===== src/include/cpu_macros.svh =====
// cpu macros
// word width, register count, reset PC and the opcode/funct encodings
`ifndef CPU_MACROS_SVH
`define CPU_MACROS_SVH

`define WORD_W  32
`define REG_N   32
`define PC_INIT 32'h0000_0000

// primary opcodes
`define OP_RTYPE 6'h00
`define OP_J     6'h02
`define OP_BEQ   6'h04
`define OP_BNE   6'h05
`define OP_ADDIU 6'h09
`define OP_ORI   6'h0D
`define OP_LUI   6'h0F
`define OP_LW    6'h23
`define OP_SW    6'h2B
`define OP_HALT  6'h3F

// funct field, r-type only
`define FN_ADDU 6'h21
`define FN_SUBU 6'h23
`define FN_AND  6'h24
`define FN_OR   6'h25
`define FN_SLT  6'h2A

`endif


===== src/hw/cpu_types_pkg.sv =====
// cpu types
// instruction formats, ALU operations and the pipeline latch payloads
`include "cpu_macros.svh"

package cpu_types_pkg;

  typedef logic [`WORD_W-1:0] word_t;
  typedef logic [$clog2(`REG_N)-1:0] reg_idx_t;

  // three views of the same 32 instruction bits
  typedef struct packed {
    logic [5:0] opcode;
    reg_idx_t   rs;
    reg_idx_t   rt;
    reg_idx_t   rd;
    logic [4:0] shamt;
    logic [5:0] funct;
  } r_fields_t;

  typedef struct packed {
    logic [5:0]  opcode;
    reg_idx_t    rs;
    reg_idx_t    rt;
    logic [15:0] imm;
  } i_fields_t;

  typedef struct packed {
    logic [5:0]  opcode;
    logic [25:0] target;
  } j_fields_t;

  typedef union packed {
    r_fields_t r;
    i_fields_t i;
    j_fields_t j;
  } instr_t;

  // add must stay at zero, a bubble decodes to it
  typedef enum logic [2:0] {
    ALU_ADD,
    ALU_SUB,
    ALU_AND,
    ALU_OR,
    ALU_SLT,
    ALU_LUI
  } alu_op_t;

  typedef enum logic [1:0] {
    FWD_RF,
    FWD_MEM,
    FWD_WB
  } fwd_sel_t;

  typedef struct packed {
    word_t  pc4;
    instr_t instr;
    logic   valid;
  } fetch_out_t;

  typedef struct packed {
    word_t       pc4;
    word_t       rdat_a;
    word_t       rdat_b;
    word_t       imm_ext;
    reg_idx_t    rs;
    reg_idx_t    rt;
    reg_idx_t    wsel;
    alu_op_t     alu_op;
    logic        alu_src;
    logic        reg_wr;
    logic        mem_rd;
    logic        mem_wr;
    logic        beq;
    logic        bne;
    logic        jmp;
    logic        halt;
    logic [25:0] jaddr;
  } decode_out_t;

  typedef struct packed {
    word_t    alu_out;
    word_t    store_data;
    reg_idx_t wsel;
    logic     reg_wr;
    logic     mem_rd;
    logic     mem_wr;
    logic     halt;
  } exec_out_t;

  typedef struct packed {
    word_t    alu_out;
    word_t    load_data;
    reg_idx_t wsel;
    logic     reg_wr;
    logic     mem_to_reg;
  } mem_out_t;

endpackage


===== src/hw/hazard_unit.sv =====
// hazard unit and its interface
// forwarding selects, load-use stall and branch flush

interface hazard_if (
  input logic CLK,
  input logic nRST
);
  cpu_types_pkg::reg_idx_t rs;
  cpu_types_pkg::reg_idx_t rt;
  cpu_types_pkg::reg_idx_t ex_rs;
  cpu_types_pkg::reg_idx_t ex_rt;
  cpu_types_pkg::reg_idx_t ex_wsel;
  logic                    ex_mem_rd;
  cpu_types_pkg::reg_idx_t mem_wsel;
  logic                    mem_reg_wr;
  cpu_types_pkg::reg_idx_t wb_wsel;
  logic                    wb_reg_wr;
  cpu_types_pkg::word_t    wb_data;
  cpu_types_pkg::fwd_sel_t fwd_a;
  cpu_types_pkg::fwd_sel_t fwd_b;
  logic                    load_stall;
  logic                    flush;
  logic                    branch_taken;

  modport hazard (
    input  CLK, nRST, rs, rt, ex_rs, ex_rt, ex_wsel, ex_mem_rd,
    input  mem_wsel, mem_reg_wr, wb_wsel, wb_reg_wr, branch_taken,
    output fwd_a, fwd_b, load_stall, flush
  );
  modport decode (output rs, rt);
  modport exec (input fwd_a, fwd_b, wb_data, output ex_rs, ex_rt, branch_taken);
endinterface

module hazard_unit (
  hazard_if.hazard hz
);

  // memory stage is younger than writeback so it wins
  function automatic cpu_types_pkg::fwd_sel_t fwd_pick(
    cpu_types_pkg::reg_idx_t src,
    cpu_types_pkg::reg_idx_t mem_wsel,
    logic                    mem_wr,
    cpu_types_pkg::reg_idx_t wb_wsel,
    logic                    wb_wr
  );
    cpu_types_pkg::fwd_sel_t sel;
    sel = cpu_types_pkg::FWD_RF;
    if (src != '0 && wb_wr && wb_wsel == src)
      sel = cpu_types_pkg::FWD_WB;
    if (src != '0 && mem_wr && mem_wsel == src)
      sel = cpu_types_pkg::FWD_MEM;
    return sel;
  endfunction

  assign hz.fwd_a = fwd_pick(hz.ex_rs, hz.mem_wsel, hz.mem_reg_wr, hz.wb_wsel, hz.wb_reg_wr);
  assign hz.fwd_b = fwd_pick(hz.ex_rt, hz.mem_wsel, hz.mem_reg_wr, hz.wb_wsel, hz.wb_reg_wr);

  // load in execute feeding the instruction in decode
  assign hz.load_stall = hz.ex_mem_rd && (hz.ex_wsel != '0) &&
                         (hz.ex_wsel == hz.rs || hz.ex_wsel == hz.rt);
  assign hz.flush      = hz.branch_taken;

  // operand a only taken from a stage that really writes
  a_fwd_a_src: assert property (@(posedge hz.CLK) disable iff (!hz.nRST)
    (hz.fwd_a != cpu_types_pkg::FWD_RF) |->
      ((hz.fwd_a == cpu_types_pkg::FWD_MEM) ? hz.mem_reg_wr : hz.wb_reg_wr));

  // decode drops r0 writes, so the memory stage never offers r0
  a_mem_not_r0: assert property (@(posedge hz.CLK) disable iff (!hz.nRST)
    hz.mem_reg_wr |-> (hz.mem_wsel != '0));

  // branch and load never share the execute slot
  a_flush_vs_stall: assert property (@(posedge hz.CLK) disable iff (!hz.nRST)
    hz.flush |-> !hz.load_stall);

endmodule


===== src/hw/pipe_latch.sv =====
// pipeline latch
// one register stage between two pipe stages, for any payload struct
// flush loads a bubble and wins over stall, stall holds the contents

module pipe_latch #(
  parameter type payload_t = logic
) (
  input  logic     CLK,
  input  logic     nRST,
  input  logic     stall,
  input  logic     flush,
  input  payload_t d,
  output payload_t q
);

  // all-zero payload is a no-op for every stage
  always_ff @(posedge CLK, negedge nRST)
  begin
    if (!nRST)
    begin
      q <= '0;
    end
    else if (flush)
    begin
      // squashed slot, becomes a bubble
      q <= '0;
    end
    else if (!stall)
    begin
      q <= d;
    end
  end

endmodule


===== src/hw/fetch_stage.sv =====
// fetch stage
// PC register, next-PC choice and capture of the fetched word
`include "cpu_macros.svh"

module fetch_stage (
  input  logic                      CLK,
  input  logic                      nRST,
  input  logic                      ihit,
  input  logic                      stall,
  input  logic                      branch_taken,
  input  cpu_types_pkg::word_t      branch_target,
  input  cpu_types_pkg::word_t      instr,
  output cpu_types_pkg::word_t      pc,
  output cpu_types_pkg::fetch_out_t out
);

  cpu_types_pkg::word_t pc_plus4;

  assign pc_plus4 = pc + 32'd4;

  // redirect from execute beats everything else
  always_ff @(posedge CLK, negedge nRST)
  begin
    if (!nRST)
      pc <= `PC_INIT;
    else if (branch_taken)
      pc <= branch_target;
    else if (ihit && !stall)
      pc <= pc_plus4;
  end

  // no hit means this slot is a bubble
  always_comb
  begin
    out.pc4   = pc_plus4;
    out.instr = instr;
    out.valid = ihit;
  end

endmodule


===== src/hw/decode_stage.sv =====
// decode stage
// control flags, ALU op, immediate extension and the register file
`include "cpu_macros.svh"

module decode_stage (
  input  logic                       CLK,
  input  logic                       nRST,
  input  cpu_types_pkg::fetch_out_t  in,
  input  logic                       wr_en,
  input  cpu_types_pkg::reg_idx_t    wr_sel,
  input  cpu_types_pkg::word_t       wr_data,
  hazard_if.decode                   hz,
  output cpu_types_pkg::decode_out_t out
);

  cpu_types_pkg::word_t  regs [`REG_N];
  cpu_types_pkg::instr_t ins;
  logic                  sign_ext;

  assign ins = in.instr;

  // bubble sources read as r0 so they never match
  assign hz.rs = in.valid ? ins.r.rs : '0;
  assign hz.rt = in.valid ? ins.r.rt : '0;

  // r0 is hardwired, same-cycle write is passed straight through
  function automatic cpu_types_pkg::word_t read_reg(cpu_types_pkg::reg_idx_t sel);
    if (sel == '0)
      return '0;
    else if (wr_en && sel == wr_sel)
      return wr_data;
    else
      return regs[sel];
  endfunction

  always_ff @(posedge CLK, negedge nRST)
  begin
    if (!nRST)
    begin
      for (int i = 0; i < `REG_N; i++)
        regs[i] <= '0;
    end
    else if (wr_en && wr_sel != '0)
    begin
      regs[wr_sel] <= wr_data;
    end
  end

  always_comb
  begin
    out        = '0;
    sign_ext   = 1'b1;
    out.pc4    = in.pc4;
    out.rs     = ins.r.rs;
    out.rt     = ins.r.rt;
    out.jaddr  = ins.j.target;
    out.rdat_a = read_reg(ins.r.rs);
    out.rdat_b = read_reg(ins.r.rt);
    if (in.valid)
    begin
      case (ins.r.opcode)
        `OP_RTYPE:
        begin
          out.wsel   = ins.r.rd;
          out.reg_wr = 1'b1;
          case (ins.r.funct)
            `FN_ADDU: out.alu_op = cpu_types_pkg::ALU_ADD;
            `FN_SUBU: out.alu_op = cpu_types_pkg::ALU_SUB;
            `FN_AND:  out.alu_op = cpu_types_pkg::ALU_AND;
            `FN_OR:   out.alu_op = cpu_types_pkg::ALU_OR;
            `FN_SLT:  out.alu_op = cpu_types_pkg::ALU_SLT;
            // unsupported funct acts as a nop
            default:  out.reg_wr = 1'b0;
          endcase
        end
        `OP_ADDIU, `OP_ORI, `OP_LUI, `OP_LW:
        begin
          out.wsel    = ins.i.rt;
          out.reg_wr  = 1'b1;
          out.alu_src = 1'b1;
          out.mem_rd  = (ins.r.opcode == `OP_LW);
          // ori is the only zero-extended immediate
          sign_ext    = (ins.r.opcode != `OP_ORI);
          if (ins.r.opcode == `OP_ORI)
            out.alu_op = cpu_types_pkg::ALU_OR;
          else if (ins.r.opcode == `OP_LUI)
            out.alu_op = cpu_types_pkg::ALU_LUI;
        end
        `OP_SW:
        begin
          out.alu_src = 1'b1;
          out.mem_wr  = 1'b1;
        end
        `OP_BEQ:  out.beq  = 1'b1;
        `OP_BNE:  out.bne  = 1'b1;
        `OP_J:    out.jmp  = 1'b1;
        `OP_HALT: out.halt = 1'b1;
        default:  out.halt = 1'b0;
      endcase
      // writes to r0 are dropped here
      if (out.wsel == '0)
        out.reg_wr = 1'b0;
    end
    out.imm_ext = sign_ext ? {{16{ins.i.imm[15]}}, ins.i.imm} : {16'h0000, ins.i.imm};
  end

  // writeback never targets r0 since decode drops those writes
  a_no_r0_write: assert property (@(posedge CLK) disable iff (!nRST)
    wr_en |-> (wr_sel != '0));

endmodule


===== src/hw/exec_stage.sv =====
// execute stage
// operand forwarding, ALU and branch/jump resolution

module exec_stage (
  input  cpu_types_pkg::decode_out_t in,
  input  cpu_types_pkg::word_t       fwd_mem,
  hazard_if.exec                     hz,
  output cpu_types_pkg::exec_out_t   out,
  output cpu_types_pkg::word_t       branch_target
);

  cpu_types_pkg::word_t op_a;
  cpu_types_pkg::word_t op_b;
  cpu_types_pkg::word_t alu_b;
  cpu_types_pkg::word_t alu_y;
  logic                 equal;

  // hazard unit matches these against older destinations
  assign hz.ex_rs = in.rs;
  assign hz.ex_rt = in.rt;

  assign op_a = (hz.fwd_a == cpu_types_pkg::FWD_MEM) ? fwd_mem :
                (hz.fwd_a == cpu_types_pkg::FWD_WB)  ? hz.wb_data : in.rdat_a;
  assign op_b = (hz.fwd_b == cpu_types_pkg::FWD_MEM) ? fwd_mem :
                (hz.fwd_b == cpu_types_pkg::FWD_WB)  ? hz.wb_data : in.rdat_b;
  assign alu_b = in.alu_src ? in.imm_ext : op_b;

  always_comb
  begin
    case (in.alu_op)
      cpu_types_pkg::ALU_SUB: alu_y = op_a - alu_b;
      cpu_types_pkg::ALU_AND: alu_y = op_a & alu_b;
      cpu_types_pkg::ALU_OR:  alu_y = op_a | alu_b;
      cpu_types_pkg::ALU_SLT: alu_y = ($signed(op_a) < $signed(alu_b)) ? 32'd1 : 32'd0;
      cpu_types_pkg::ALU_LUI: alu_y = {alu_b[15:0], 16'h0000};
      default:                alu_y = op_a + alu_b;
    endcase
  end

  // compare uses forwarded register values, never the immediate
  assign equal           = (op_a == op_b);
  assign hz.branch_taken = (in.beq & equal) | (in.bne & ~equal) | in.jmp;
  assign branch_target   = in.jmp ? {in.pc4[31:28], in.jaddr, 2'b00}
                                  : in.pc4 + {in.imm_ext[29:0], 2'b00};

  always_comb
  begin
    out.alu_out    = alu_y;
    out.store_data = op_b;
    out.wsel       = in.wsel;
    out.reg_wr     = in.reg_wr;
    out.mem_rd     = in.mem_rd;
    out.mem_wr     = in.mem_wr;
    out.halt       = in.halt;
  end

endmodule


===== src/hw/datapath.sv =====
// pipelined datapath top
// five stages with latches, hazard unit, memory access and writeback
// memory side uses a wait/hit handshake to external memories

module datapath (
  input  logic                 CLK,
  input  logic                 nRST,
  input  logic                 ihit,
  input  cpu_types_pkg::word_t imem_load,
  output cpu_types_pkg::word_t imem_addr,
  output logic                 imem_ren,
  input  logic                 dhit,
  input  cpu_types_pkg::word_t dmem_load,
  output logic                 dmem_ren,
  output logic                 dmem_wen,
  output cpu_types_pkg::word_t dmem_addr,
  output cpu_types_pkg::word_t dmem_store,
  output logic                 halt
);

  cpu_types_pkg::fetch_out_t  f_out;
  cpu_types_pkg::fetch_out_t  flat_q;
  cpu_types_pkg::decode_out_t d_out;
  cpu_types_pkg::decode_out_t dlat_q;
  cpu_types_pkg::exec_out_t   e_out;
  cpu_types_pkg::exec_out_t   elat_q;
  cpu_types_pkg::mem_out_t    m_in;
  cpu_types_pkg::mem_out_t    mlat_q;
  cpu_types_pkg::word_t       br_target;
  cpu_types_pkg::word_t       wb_value;
  logic                       mem_wait;
  logic                       redirect;
  logic                       stop;

  hazard_if hz (.CLK(CLK), .nRST(nRST));

  // data access outstanding, everything holds
  assign mem_wait = (dmem_ren | dmem_wen) & ~dhit;
  // branch waits until the pipe moves again
  assign redirect = hz.flush & ~mem_wait;
  // halt in memory stage or already latched
  assign stop     = elat_q.halt | halt;

  assign imem_ren = ~halt;

  fetch_stage u_fetch (
    .CLK(CLK), .nRST(nRST), .ihit(ihit),
    .stall(hz.load_stall | mem_wait | halt),
    .branch_taken(redirect), .branch_target(br_target),
    .instr(imem_load), .pc(imem_addr), .out(f_out)
  );

  pipe_latch #(.payload_t(cpu_types_pkg::fetch_out_t)) u_flatch (
    .CLK(CLK), .nRST(nRST), .stall(hz.load_stall | mem_wait),
    .flush(redirect | stop), .d(f_out), .q(flat_q)
  );

  decode_stage u_decode (
    .CLK(CLK), .nRST(nRST), .in(flat_q),
    .wr_en(mlat_q.reg_wr), .wr_sel(mlat_q.wsel), .wr_data(wb_value),
    .hz(hz), .out(d_out)
  );

  // load-use bubble only when the load itself can move on
  pipe_latch #(.payload_t(cpu_types_pkg::decode_out_t)) u_dlatch (
    .CLK(CLK), .nRST(nRST), .stall(mem_wait),
    .flush(redirect | (hz.load_stall & ~mem_wait) | stop),
    .d(d_out), .q(dlat_q)
  );

  exec_stage u_exec (
    .in(dlat_q), .fwd_mem(elat_q.alu_out), .hz(hz),
    .out(e_out), .branch_target(br_target)
  );

  // nothing younger than a halt reaches memory
  pipe_latch #(.payload_t(cpu_types_pkg::exec_out_t)) u_elatch (
    .CLK(CLK), .nRST(nRST), .stall(mem_wait), .flush(stop),
    .d(e_out), .q(elat_q)
  );

  hazard_unit u_hazard (.hz(hz));

  // older destinations for forwarding and load-use
  assign hz.ex_wsel    = dlat_q.wsel;
  assign hz.ex_mem_rd  = dlat_q.mem_rd;
  assign hz.mem_wsel   = elat_q.wsel;
  assign hz.mem_reg_wr = elat_q.reg_wr;
  assign hz.wb_wsel    = mlat_q.wsel;
  assign hz.wb_reg_wr  = mlat_q.reg_wr;
  assign hz.wb_data    = wb_value;

  // memory stage
  assign dmem_ren   = elat_q.mem_rd;
  assign dmem_wen   = elat_q.mem_wr;
  assign dmem_addr  = elat_q.alu_out;
  assign dmem_store = elat_q.store_data;

  always_comb
  begin
    m_in.alu_out    = elat_q.alu_out;
    m_in.load_data  = dmem_load;
    m_in.wsel       = elat_q.wsel;
    m_in.reg_wr     = elat_q.reg_wr;
    m_in.mem_to_reg = elat_q.mem_rd;
  end

  // held through mem_wait so writeback forwarding stays valid
  pipe_latch #(.payload_t(cpu_types_pkg::mem_out_t)) u_mlatch (
    .CLK(CLK), .nRST(nRST), .stall(mem_wait), .flush(1'b0),
    .d(m_in), .q(mlat_q)
  );

  assign wb_value = mlat_q.mem_to_reg ? mlat_q.load_data : mlat_q.alu_out;

  // sticky until reset
  always_ff @(posedge CLK, negedge nRST)
  begin
    if (!nRST)
      halt <= 1'b0;
    else if (elat_q.halt)
      halt <= 1'b1;
  end

  // squash after halt keeps the data ports quiet
  a_halt_quiet: assert property (@(posedge CLK) disable iff (!nRST)
    halt |-> !(dmem_ren || dmem_wen));

  // request and address held until dhit
  a_dmem_hold: assert property (@(posedge CLK) disable iff (!nRST)
    mem_wait |=> ((dmem_ren || dmem_wen) && $stable(dmem_addr)));

endmodule


===== config.mk =====
export PLATFORM = sky130hd
export DESIGN_NAME = datapath
export DESIGN_NICKNAME = d
export VERILOG_FILES = /design/src/hw/cpu_types_pkg.sv /design/src/hw/hazard_unit.sv /design/src/hw/pipe_latch.sv /design/src/hw/fetch_stage.sv /design/src/hw/decode_stage.sv /design/src/hw/exec_stage.sv /design/src/hw/datapath.sv
export VERILOG_INCLUDE_DIRS = /design/src /design/src/include
export SDC_FILE = /design/constraint.sdc
export NUM_CORES = 2
export LEC_CHECK = 0
export ABC_AREA = 0
export BUFFER_PORTS_ARGS = -buffer_cell sky130_fd_sc_hd__buf_4
export CELL_PAD_IN_SITES_DETAIL_PLACEMENT = 2
export CELL_PAD_IN_SITES_GLOBAL_PLACEMENT = 2
export CORE_MARGIN = 4
export CORE_UTILIZATION = 34
export CTS_CLUSTER_DIAMETER = 100
export CTS_CLUSTER_SIZE = 40
export DETAILED_ROUTE_END_ITERATION = 7
export GPL_ROUTABILITY_DRIVEN = 0
export PLACE_DENSITY = 0.7
export SLEW_MARGIN = 30
export SYNTH_ARGS = -nofsm -noshare
export SYNTH_HDL_FRONTEND = slang
export SYNTH_HIERARCHICAL = 1
export SYNTH_SLANG_ARGS = --single-unit

===== constraint.sdc =====
create_clock -name CLK -period 5.7 [get_ports CLK]
set_input_delay 1.425 -clock CLK [delete_from_list [all_inputs] [get_ports CLK]]
set_output_delay 1.425 -clock CLK [all_outputs]
set_load 0.05 [all_outputs]

# After elaboration in Yosys (flattened, before gate mapping)
# Index checks and enable logic that the tools add are counted.
[word_totals]
register_bits = 1446
latch_bits = 0
mem_bits_rw = 0
rom_bits = 0
inputBits = 68
out_inout_bits = 100
elab_cells = 218
memories = 0
[classes]
add_sub_neg = 4
mul = 0
div = 0
n_lt_le_gt_ge = 5
eq_ne = 36
shift = 0
muxes = 55
bitwise_logic = 23
n_reduce_logical = 29
[ops]
columns = ["operator", "n"]
rows = [
  ["$bwmux W1024", 1],
  ["$mux W32", 19],
  ["$mux W180", 2],
  ["$bmux W32 S5", 2],
  ["$demux W32 S5", 1],
  ["$pmux W32 S5", 1],
  ["$mux W73", 2],
  ["$mux W65", 2],
  ["$add A32 B32 Y32", 2],
  ["$eq A6 B6 Y1 const B", 8],
  ["$eq A5 B5 Y1", 8],
  ["$add A32 B3 Y32 const B", 1],
  ["$and A32 B32 Y32", 1],
  ["$eq A32 B32 Y1", 1],
  ["$lt A32 B32 Y1", 1],
  ["$or A32 B32 Y32", 1],
  ["$sub A32 B32 Y32", 1],
  ["$reduce_bool A5 Y1", 4],
  ["$eq A6 B4 Y1 const B", 3],
  ["$ge A6 B6 Y1 const B", 3],
  ["$not A5 Y6", 3],
  ["$mux W16", 1],
  ["$pmux W8 S2", 1],
  ["$logic_and A1 B1 Y1", 15],
  ["28 further kinds", 68],
]

# Logic depth before layout (Yosys ltp)
[depth]
word_depth = 17
ltp_mapped = 26
ltp_nobuf = 23

# Cells and area by module
# The synthesis kept the hierarchy.
[by_module_without_submodules]
columns = ["mod", "instances", "cells_each", "area_each_um2"]
rows = [
  ["decode_stage", 1, 4223, 56590.5],
  ["exec_stage", 1, 1489, 9903.2],
  ["pipe_latch (u_dlatch)", 1, 580, 7253.2],
  ["pipe_latch (u_elatch)", 1, 235, 3022.9],
  ["pipe_latch (u_mlatch)", 1, 229, 2901.5],
  ["pipe_latch (u_flatch)", 1, 209, 2667.6],
  ["fetch_stage", 1, 316, 2593.7],
  ["datapath", 1, 50, 631.9],
  ["hazard_unit", 1, 52, 435.4],
]

# Worst setup path after synthesis
# No wires, ideal clock.
[synth_path]
path_kind = "reg2reg"
start = "reg u_dlatch/q[43] in the netlist's numbering"
end = "reg u_elatch/q[71] in the netlist's numbering"
t_arrival_ps = 5150
slack_ps = 418
stages_incl_launch_ff = 27
path_cell_list = "dfrtp_1 > buf_4 > or4_4 > nor2_4 > nor4_2 > nor4_2 > buf_2 > buf_4 > buf_1 > a211oi_1 > a21oi_1 > mux2i_1 > inv_1 > ha_1 > inv_1 > fa_1 > nor2b_1 > o31ai_2 > a31oi_2 > a2111oi_4 > o211a_1 > a2111oi_1 > o21ai_0 > a21oi_1 > a31oi_1 > mux2i_1 > nor2_1"
[synth_lines]
columns = ["element", "line_no", "source"]
rows = [
  ["start, declared", "pipe_latch.sv:13", "output payload_t q"],
  ["start signal, assigned", "pipe_latch.sv:21", "q <= '0;"],
  ["start signal, assigned", "pipe_latch.sv:26", "q <= '0;"],
  ["start signal, assigned", "pipe_latch.sv:30", "q <= d;"],
  ["end signal, assigned", "pipe_latch.sv:21", ""],
  ["end signal, assigned", "pipe_latch.sv:26", ""],
  ["end signal, assigned", "pipe_latch.sv:30", ""],
  ["end, declared", "pipe_latch.sv:13", ""],
]

# Final worst setup path
[layout_path]
start = "reg u_dlatch/q[48] in the netlist's numbering"
end = "reg u_fetch.pc[0]"
[layout_between]
elab_cells_between_ends = 22
[layout_lines]
columns = ["element", "line_no", "source"]
rows = [
  ["$reduce_bool A5 Y1", "hazard_unit.sv:50", "if (src != '0 && mem_wr && mem_wsel == src)"],
  ["$logic_and A1 B1 Y1", "hazard_unit.sv:50", ""],
  ["$logic_and A1 B1 Y1 (*)", "hazard_unit.sv:50", ""],
  ["$mux W2 (*)", "hazard_unit.sv:50", ""],
  ["named net hz.fwd_a[0]", "hazard_unit.sv:19", "cpu_types_pkg::fwd_sel_t fwd_a;"],
  ["$eq A2 B2 Y1", "exec_stage.sv:23", "(hz.fwd_a == cpu_types_pkg::FWD_WB) ? hz.wb_data : in.rdat_a;"],
  ["$mux W32", "exec_stage.sv:23", ""],
  ["$mux W32 (*)", "exec_stage.sv:22", "assign op_a = (hz.fwd_a == cpu_types_pkg::FWD_MEM) ? fwd_mem :"],
  ["$eq A32 B32 Y1 (*)", "exec_stage.sv:41", "assign equal = (op_a == op_b);"],
  ["$not A1 Y1", "exec_stage.sv:42", "assign hz.branch_taken = (in.beq & equal) | (in.bne & ~equal) | in.jmp;"],
  ["$and A1 B1 Y1", "exec_stage.sv:42", ""],
  ["$or A1 B1 Y1 (*) (2 in series)", "exec_stage.sv:42", ""],
  ["named net hz.branch_taken", "hazard_unit.sv:23", "logic branch_taken;"],
  ["$and A1 B1 Y1 (*)", "datapath.sv:40", "assign redirect = hz.flush & ~mem_wait;"],
  ["named net redirect", "datapath.sv:32", "logic redirect;"],
  ["$mux W32 or $reduce_bool A2 Y1 (tied branches)", "n/a", ""],
  ["end signal, assigned", "fetch_stage.sv:25", "pc <= `PC_INIT;"],
  ["end signal, assigned", "fetch_stage.sv:27", "pc <= branch_target;"],
  ["end signal, assigned", "fetch_stage.sv:29", "pc <= pc_plus4;"],
  ["end, declared", "fetch_stage.sv:13", "output cpu_types_pkg::word_t pc,"],
]
# The timed path passes the listed nets; every way through them passes the cells marked *.
# A chain may end at the register's enable or synchronous reset.

==> results.txt <==
----------------------------------------------------
[Timing]
  Setup tns final ... 0 ps
  Tightest slew margin relative to the limit ... 24.1%
  Number of pins exceeding their max-slew limit in the final report ... 0
  Hold Vio Cnt, Final ... 0
  Setup clock skew after layout ... 87.8 ps
  Hold slack final ... 413 ps
  Count of final setup violators ... 0
  Maximum clock frequency ... 180 MHz
  Post-route clock period utilization ... 97.5%
  Setup slack of the critical path after layout ... 140 ps
  Final critical-path required period ... 5560 ps
  Pin slew with the least headroom to its limit ... 1140 ps

[Route]
  Ratio of routed vias to standard cells ... 5.96
  Drc violations ... 0
  1st-iter DRT viols ... 5374
  Mean routed wirelength per cell ... approximately 33 um
  Overall routed net length ... 347000 um
  Antenna-violating nets left ... 0
  Vias after detailed routing ... 62700
  Number of detailed-route iterations in the first pass ... 5

[Layout]
  Area occupied by multi-input gates ... between 40000 and 50000 um^2
  Fraction of layout cells with a size suffix above 1 ... around 28%
  Most frequent standard cell in the layout excluding fill and tap cells ... sky130_fd_sc_hd__dfrtp_1
  Sequential cell area in the final layout ... 36200 um^2
  Number of fillers in the final layout ... 25800
  Commonest cells after routing, fill and taps aside ... sky130_fd_sc_hd__dfrtp_1 (1433), sky130_fd_sc_hd__mux2i_1 (1015), sky130_fd_sc_hd__mux2_2 (960), sky130_fd_sc_hd__nor2_1 (549), sky130_fd_sc_hd__buf_4 (403)
  Final non-filler cell area ... 93200 um^2
  Final #Nets ... 7298
  Synthesis-to-layout area growth ... 8.37%

[Power and ir drop]
  Post-layout power ... 31.4 mW
  Pwr per Cell Area ... 337 nW/um^2
  VDD IR-drop max ... ~0.00027 V
  Static leakage ... roughly 41 nW

[Global routing]
  Overall routing resource usage ... 25.8%
  Antenna violations before repair ... 13
  Wire length of the first global-routing pass ... 504000 um
  Largest net degree at the start of global routing ... 140
  Vias in the first global route ... 67500
  Remaining Overflow, GRT ... 0

[Die]
  DIE WIDTH ... 511 um
  Row count ... 184
  Starting density of the core ... 34.2%
  DIE HEIGHT ... between 500 and 600 um
  Io pins ... roughly 170
  Full die area ... 261000 um^2
  Area of the placeable core ... 252000 um^2

[Placement]
  Worst-case setup slack after placement ... -107 ps
  Number of buffer cells added on primary ports ... between 150 and 200
  Cell Area, Placed ... 90100 um^2
  HPWL after detailed placement ... 233000 um

[Yosys]
  Combinational family with the most area after synthesis ... multiplexers
  Number of flops mapped to enable cells by yosys ... 0
  Distinct cell type count of the synthesized netlist ... 108
  Post-synthesis compound-gate area fraction ... 9.19%
  Fraction of the mapped netlist area in adder cells ... 1.96%
  Post-Syn Area per Cell ... 11.6 um^2
  Share of cell area taken by muxes after synthesis ... 32.8%
  Yosys warning total ... 6
  Count of state elements after synthesis ... 1446
  Synthesized-area fraction occupied by and/or/nand/nor cells ... 6.66%
  Fraction of the yosys area taken by sequential cells ... 42.1%
  Commonest register cell after synthesis ... sky130_fd_sc_hd__dfrtp_1
  Fraction of synthesized cell area in xor and xnor cells ... ~1.4%
  Post-Syn Nets ... 7584
  Post-synthesis async set-or-reset flop share ... 100%
  Area of the mapped netlist ... 86000 um^2
  Cell count after synthesis ... 7383

[Clock network]
  Number of buffers inserted during clock tree synthesis ... 71
  Number of sinks on the clock net ... about 1400
  CTS Hold Bufs ... 0
  Largest buffer count on any clock path ... 3
  Cell chosen for the clock root ... sky130_fd_sc_hd__clkbuf_16
  Clock transition at the registers of the reported paths ... ~110 ps
  Insertion delay of the later-clocked pin in the worst-skew pair ... about 780 ps
  TritonCTS clock tree ... yes
  CTS H-tree depth ... 3

[Run]
  Number of maximum-capacitance constraint violations ... 0

[Worst hold path]
  Worst hold path cell count ... 0
  Hold path startpoint ... u_decode/regs[1022]
  Class of the tightest hold or removal check ... flip-flop to flip-flop

[Setup path]
  Maximum fanout along the worst path ... 16
  Worst Path Class, Setup ... flip-flop to flip-flop
  Startpoint Class ... flip-flop
  CP Data Required Time ... between 6000 and 7000 ps
  Reg2reg path depth ... 20
  Endpoint kind of the worst setup timing path ... flip-flop
  Worst flop-to-flop path startpoint ... u_dlatch/q[48]
  Data arrival time at the worst-slack endpoint ... 6160 ps
  Launch point of the worst path ... u_dlatch/q[48]

[Outcome]
  Outcome ... finished, final reports clean

----------------------------------------------------
## routing by layer
metal	up-vias	GRT usage [%]	part of all wire, %	wire length, um
met1	34100	34.2	43	150000
met3	539	3.52	4.8	16700
met4	10	11.3	5.0	17200
li1	26300	-	-	-
met2	1761	42.3	47	163000
met5	-	0	0.020	69
## cell usage after synthesis, drive strengths merged, types with 40 or more instances
| cell type | n | area, um^2 |
|---|---|---|
| nor2 | 575 | 2190 |
| clkbuf | 326 | 1230 |
| o21ai | 127 | 636 |
| a22oi | 207 | 1550 |
| xor2 | 40 | 350 |
| o22ai | 66 | 413 |
| nand2 | 208 | 781 |
| mux2i | 1016 | 10200 |
| buf | 488 | 3290 |
| a211oi | 67 | 508 |
| nand3 | 107 | 541 |
| a21oi | 287 | 1440 |
| dfrtp | 1446 | 36200 |
| nor2b | 74 | 463 |
| xnor2 | 101 | 885 |
| mux4 | 261 | 5880 |
| a22o | 92 | 806 |
| nor3 | 75 | 385 |
| mux2 | 1068 | 12100 |
| inv | 146 | 548 |
| ha | 130 | 1630 |
## critical path: stages (launching register included)
cell and delay (ps):
sky130_fd_sc_hd__dfrtp_1 440, sky130_fd_sc_hd__or4_4 570, sky130_fd_sc_hd__nor2_4 160, sky130_fd_sc_hd__nor4_4 80, sky130_fd_sc_hd__nor4_4 350, sky130_fd_sc_hd__buf_12 200
sky130_fd_sc_hd__buf_4 220, sky130_fd_sc_hd__nor2b_1 60, sky130_fd_sc_hd__a211oi_1 260, sky130_fd_sc_hd__a21oi_2 120, sky130_fd_sc_hd__xnor2_1 580, sky130_fd_sc_hd__nand4_1 430
sky130_fd_sc_hd__nor4_4 420, sky130_fd_sc_hd__buf_4 210, sky130_fd_sc_hd__a21boi_0 110, sky130_fd_sc_hd__a311o_1 360, sky130_fd_sc_hd__inv_1 120, sky130_fd_sc_hd__nor2_4 90
sky130_fd_sc_hd__buf_4 220, sky130_fd_sc_hd__buf_4 150, sky130_fd_sc_hd__mux2_2 260
## metrics by stage
step	utilization [%]	cells
2_1_floorplan	-	7383
3_3_place_gp	35.7	10400
3_5_place_dp	35.8	10400
4_1_cts	36.9	10500
5_1_grt	37.0	10500
6_report	37.0	10500
## worst paths after layout
check,slack [ps],endpoint
max in group asynchronous,3580,u_decode/regs[814]
hold reg to reg,410,u_decode/regs[1022]
setup / recovery,140,u_fetch/pc[0]
min in group asynchronous,610,u_elatch/q[72]
setup reg to reg,140,u_fetch/pc[0]
hold / removal,410,u_decode/regs[1022]
## cell type report
| type | instances | share of cell area (%) |
|---|---|---|
| multi-input combinational | 4976 | 48.6 |
| sequential | 1446 | 38.9 |
| tap | 3348 | 4.49 |
| timing repair buffer | 455 | 4.39 |
| clock buffer | 77 | 1.99 |
| clock inverter | 52 | 1.01 |
| inverter | 147 | 0.592 |
| antenna | 11 | 0.0295 |
## report_power, final
| group | internal (mW) | total [mW] | switching (mW) |
|---|---|---|---|
| Combinational | 3.90 | 11.9 | 7.96 |
| Clock | 2.82 | 7.07 | 4.25 |
| Sequential | 11.0 | 12.5 | 1.46 |
| Total | 17.8 | 31.4 | 13.7 |
## what timing repair did
item / in CTS / in global routing
gates cloned: 0 / 1
buffers inserted: 0 / 9
resized for setup: 3 / 36
setup endpoints to repair: 17 / 279
pin swaps: 2 / 12
## flip-flops by register name, indices dropped and copies added, names as in the netlist
name,cells
halt,1
u_decode/regs,1024
u_dlatch/q,180
u_elatch/q,73
u_fetch/pc,32
u_flatch/q,65
u_mlatch/q,71
## logic make-up after synthesis
group                    Yosys count
AO/OA/AOI/OAI                   1131
XOR/XNOR                         141
adder cells (fa/ha/maj)          133
buffers and inverters            961
flip-flops                      1446
multiplexers                    2345
other                              1
AND/OR/NAND/NOR                 1225
Note: power is estimated with default switching activity, not from simulation.
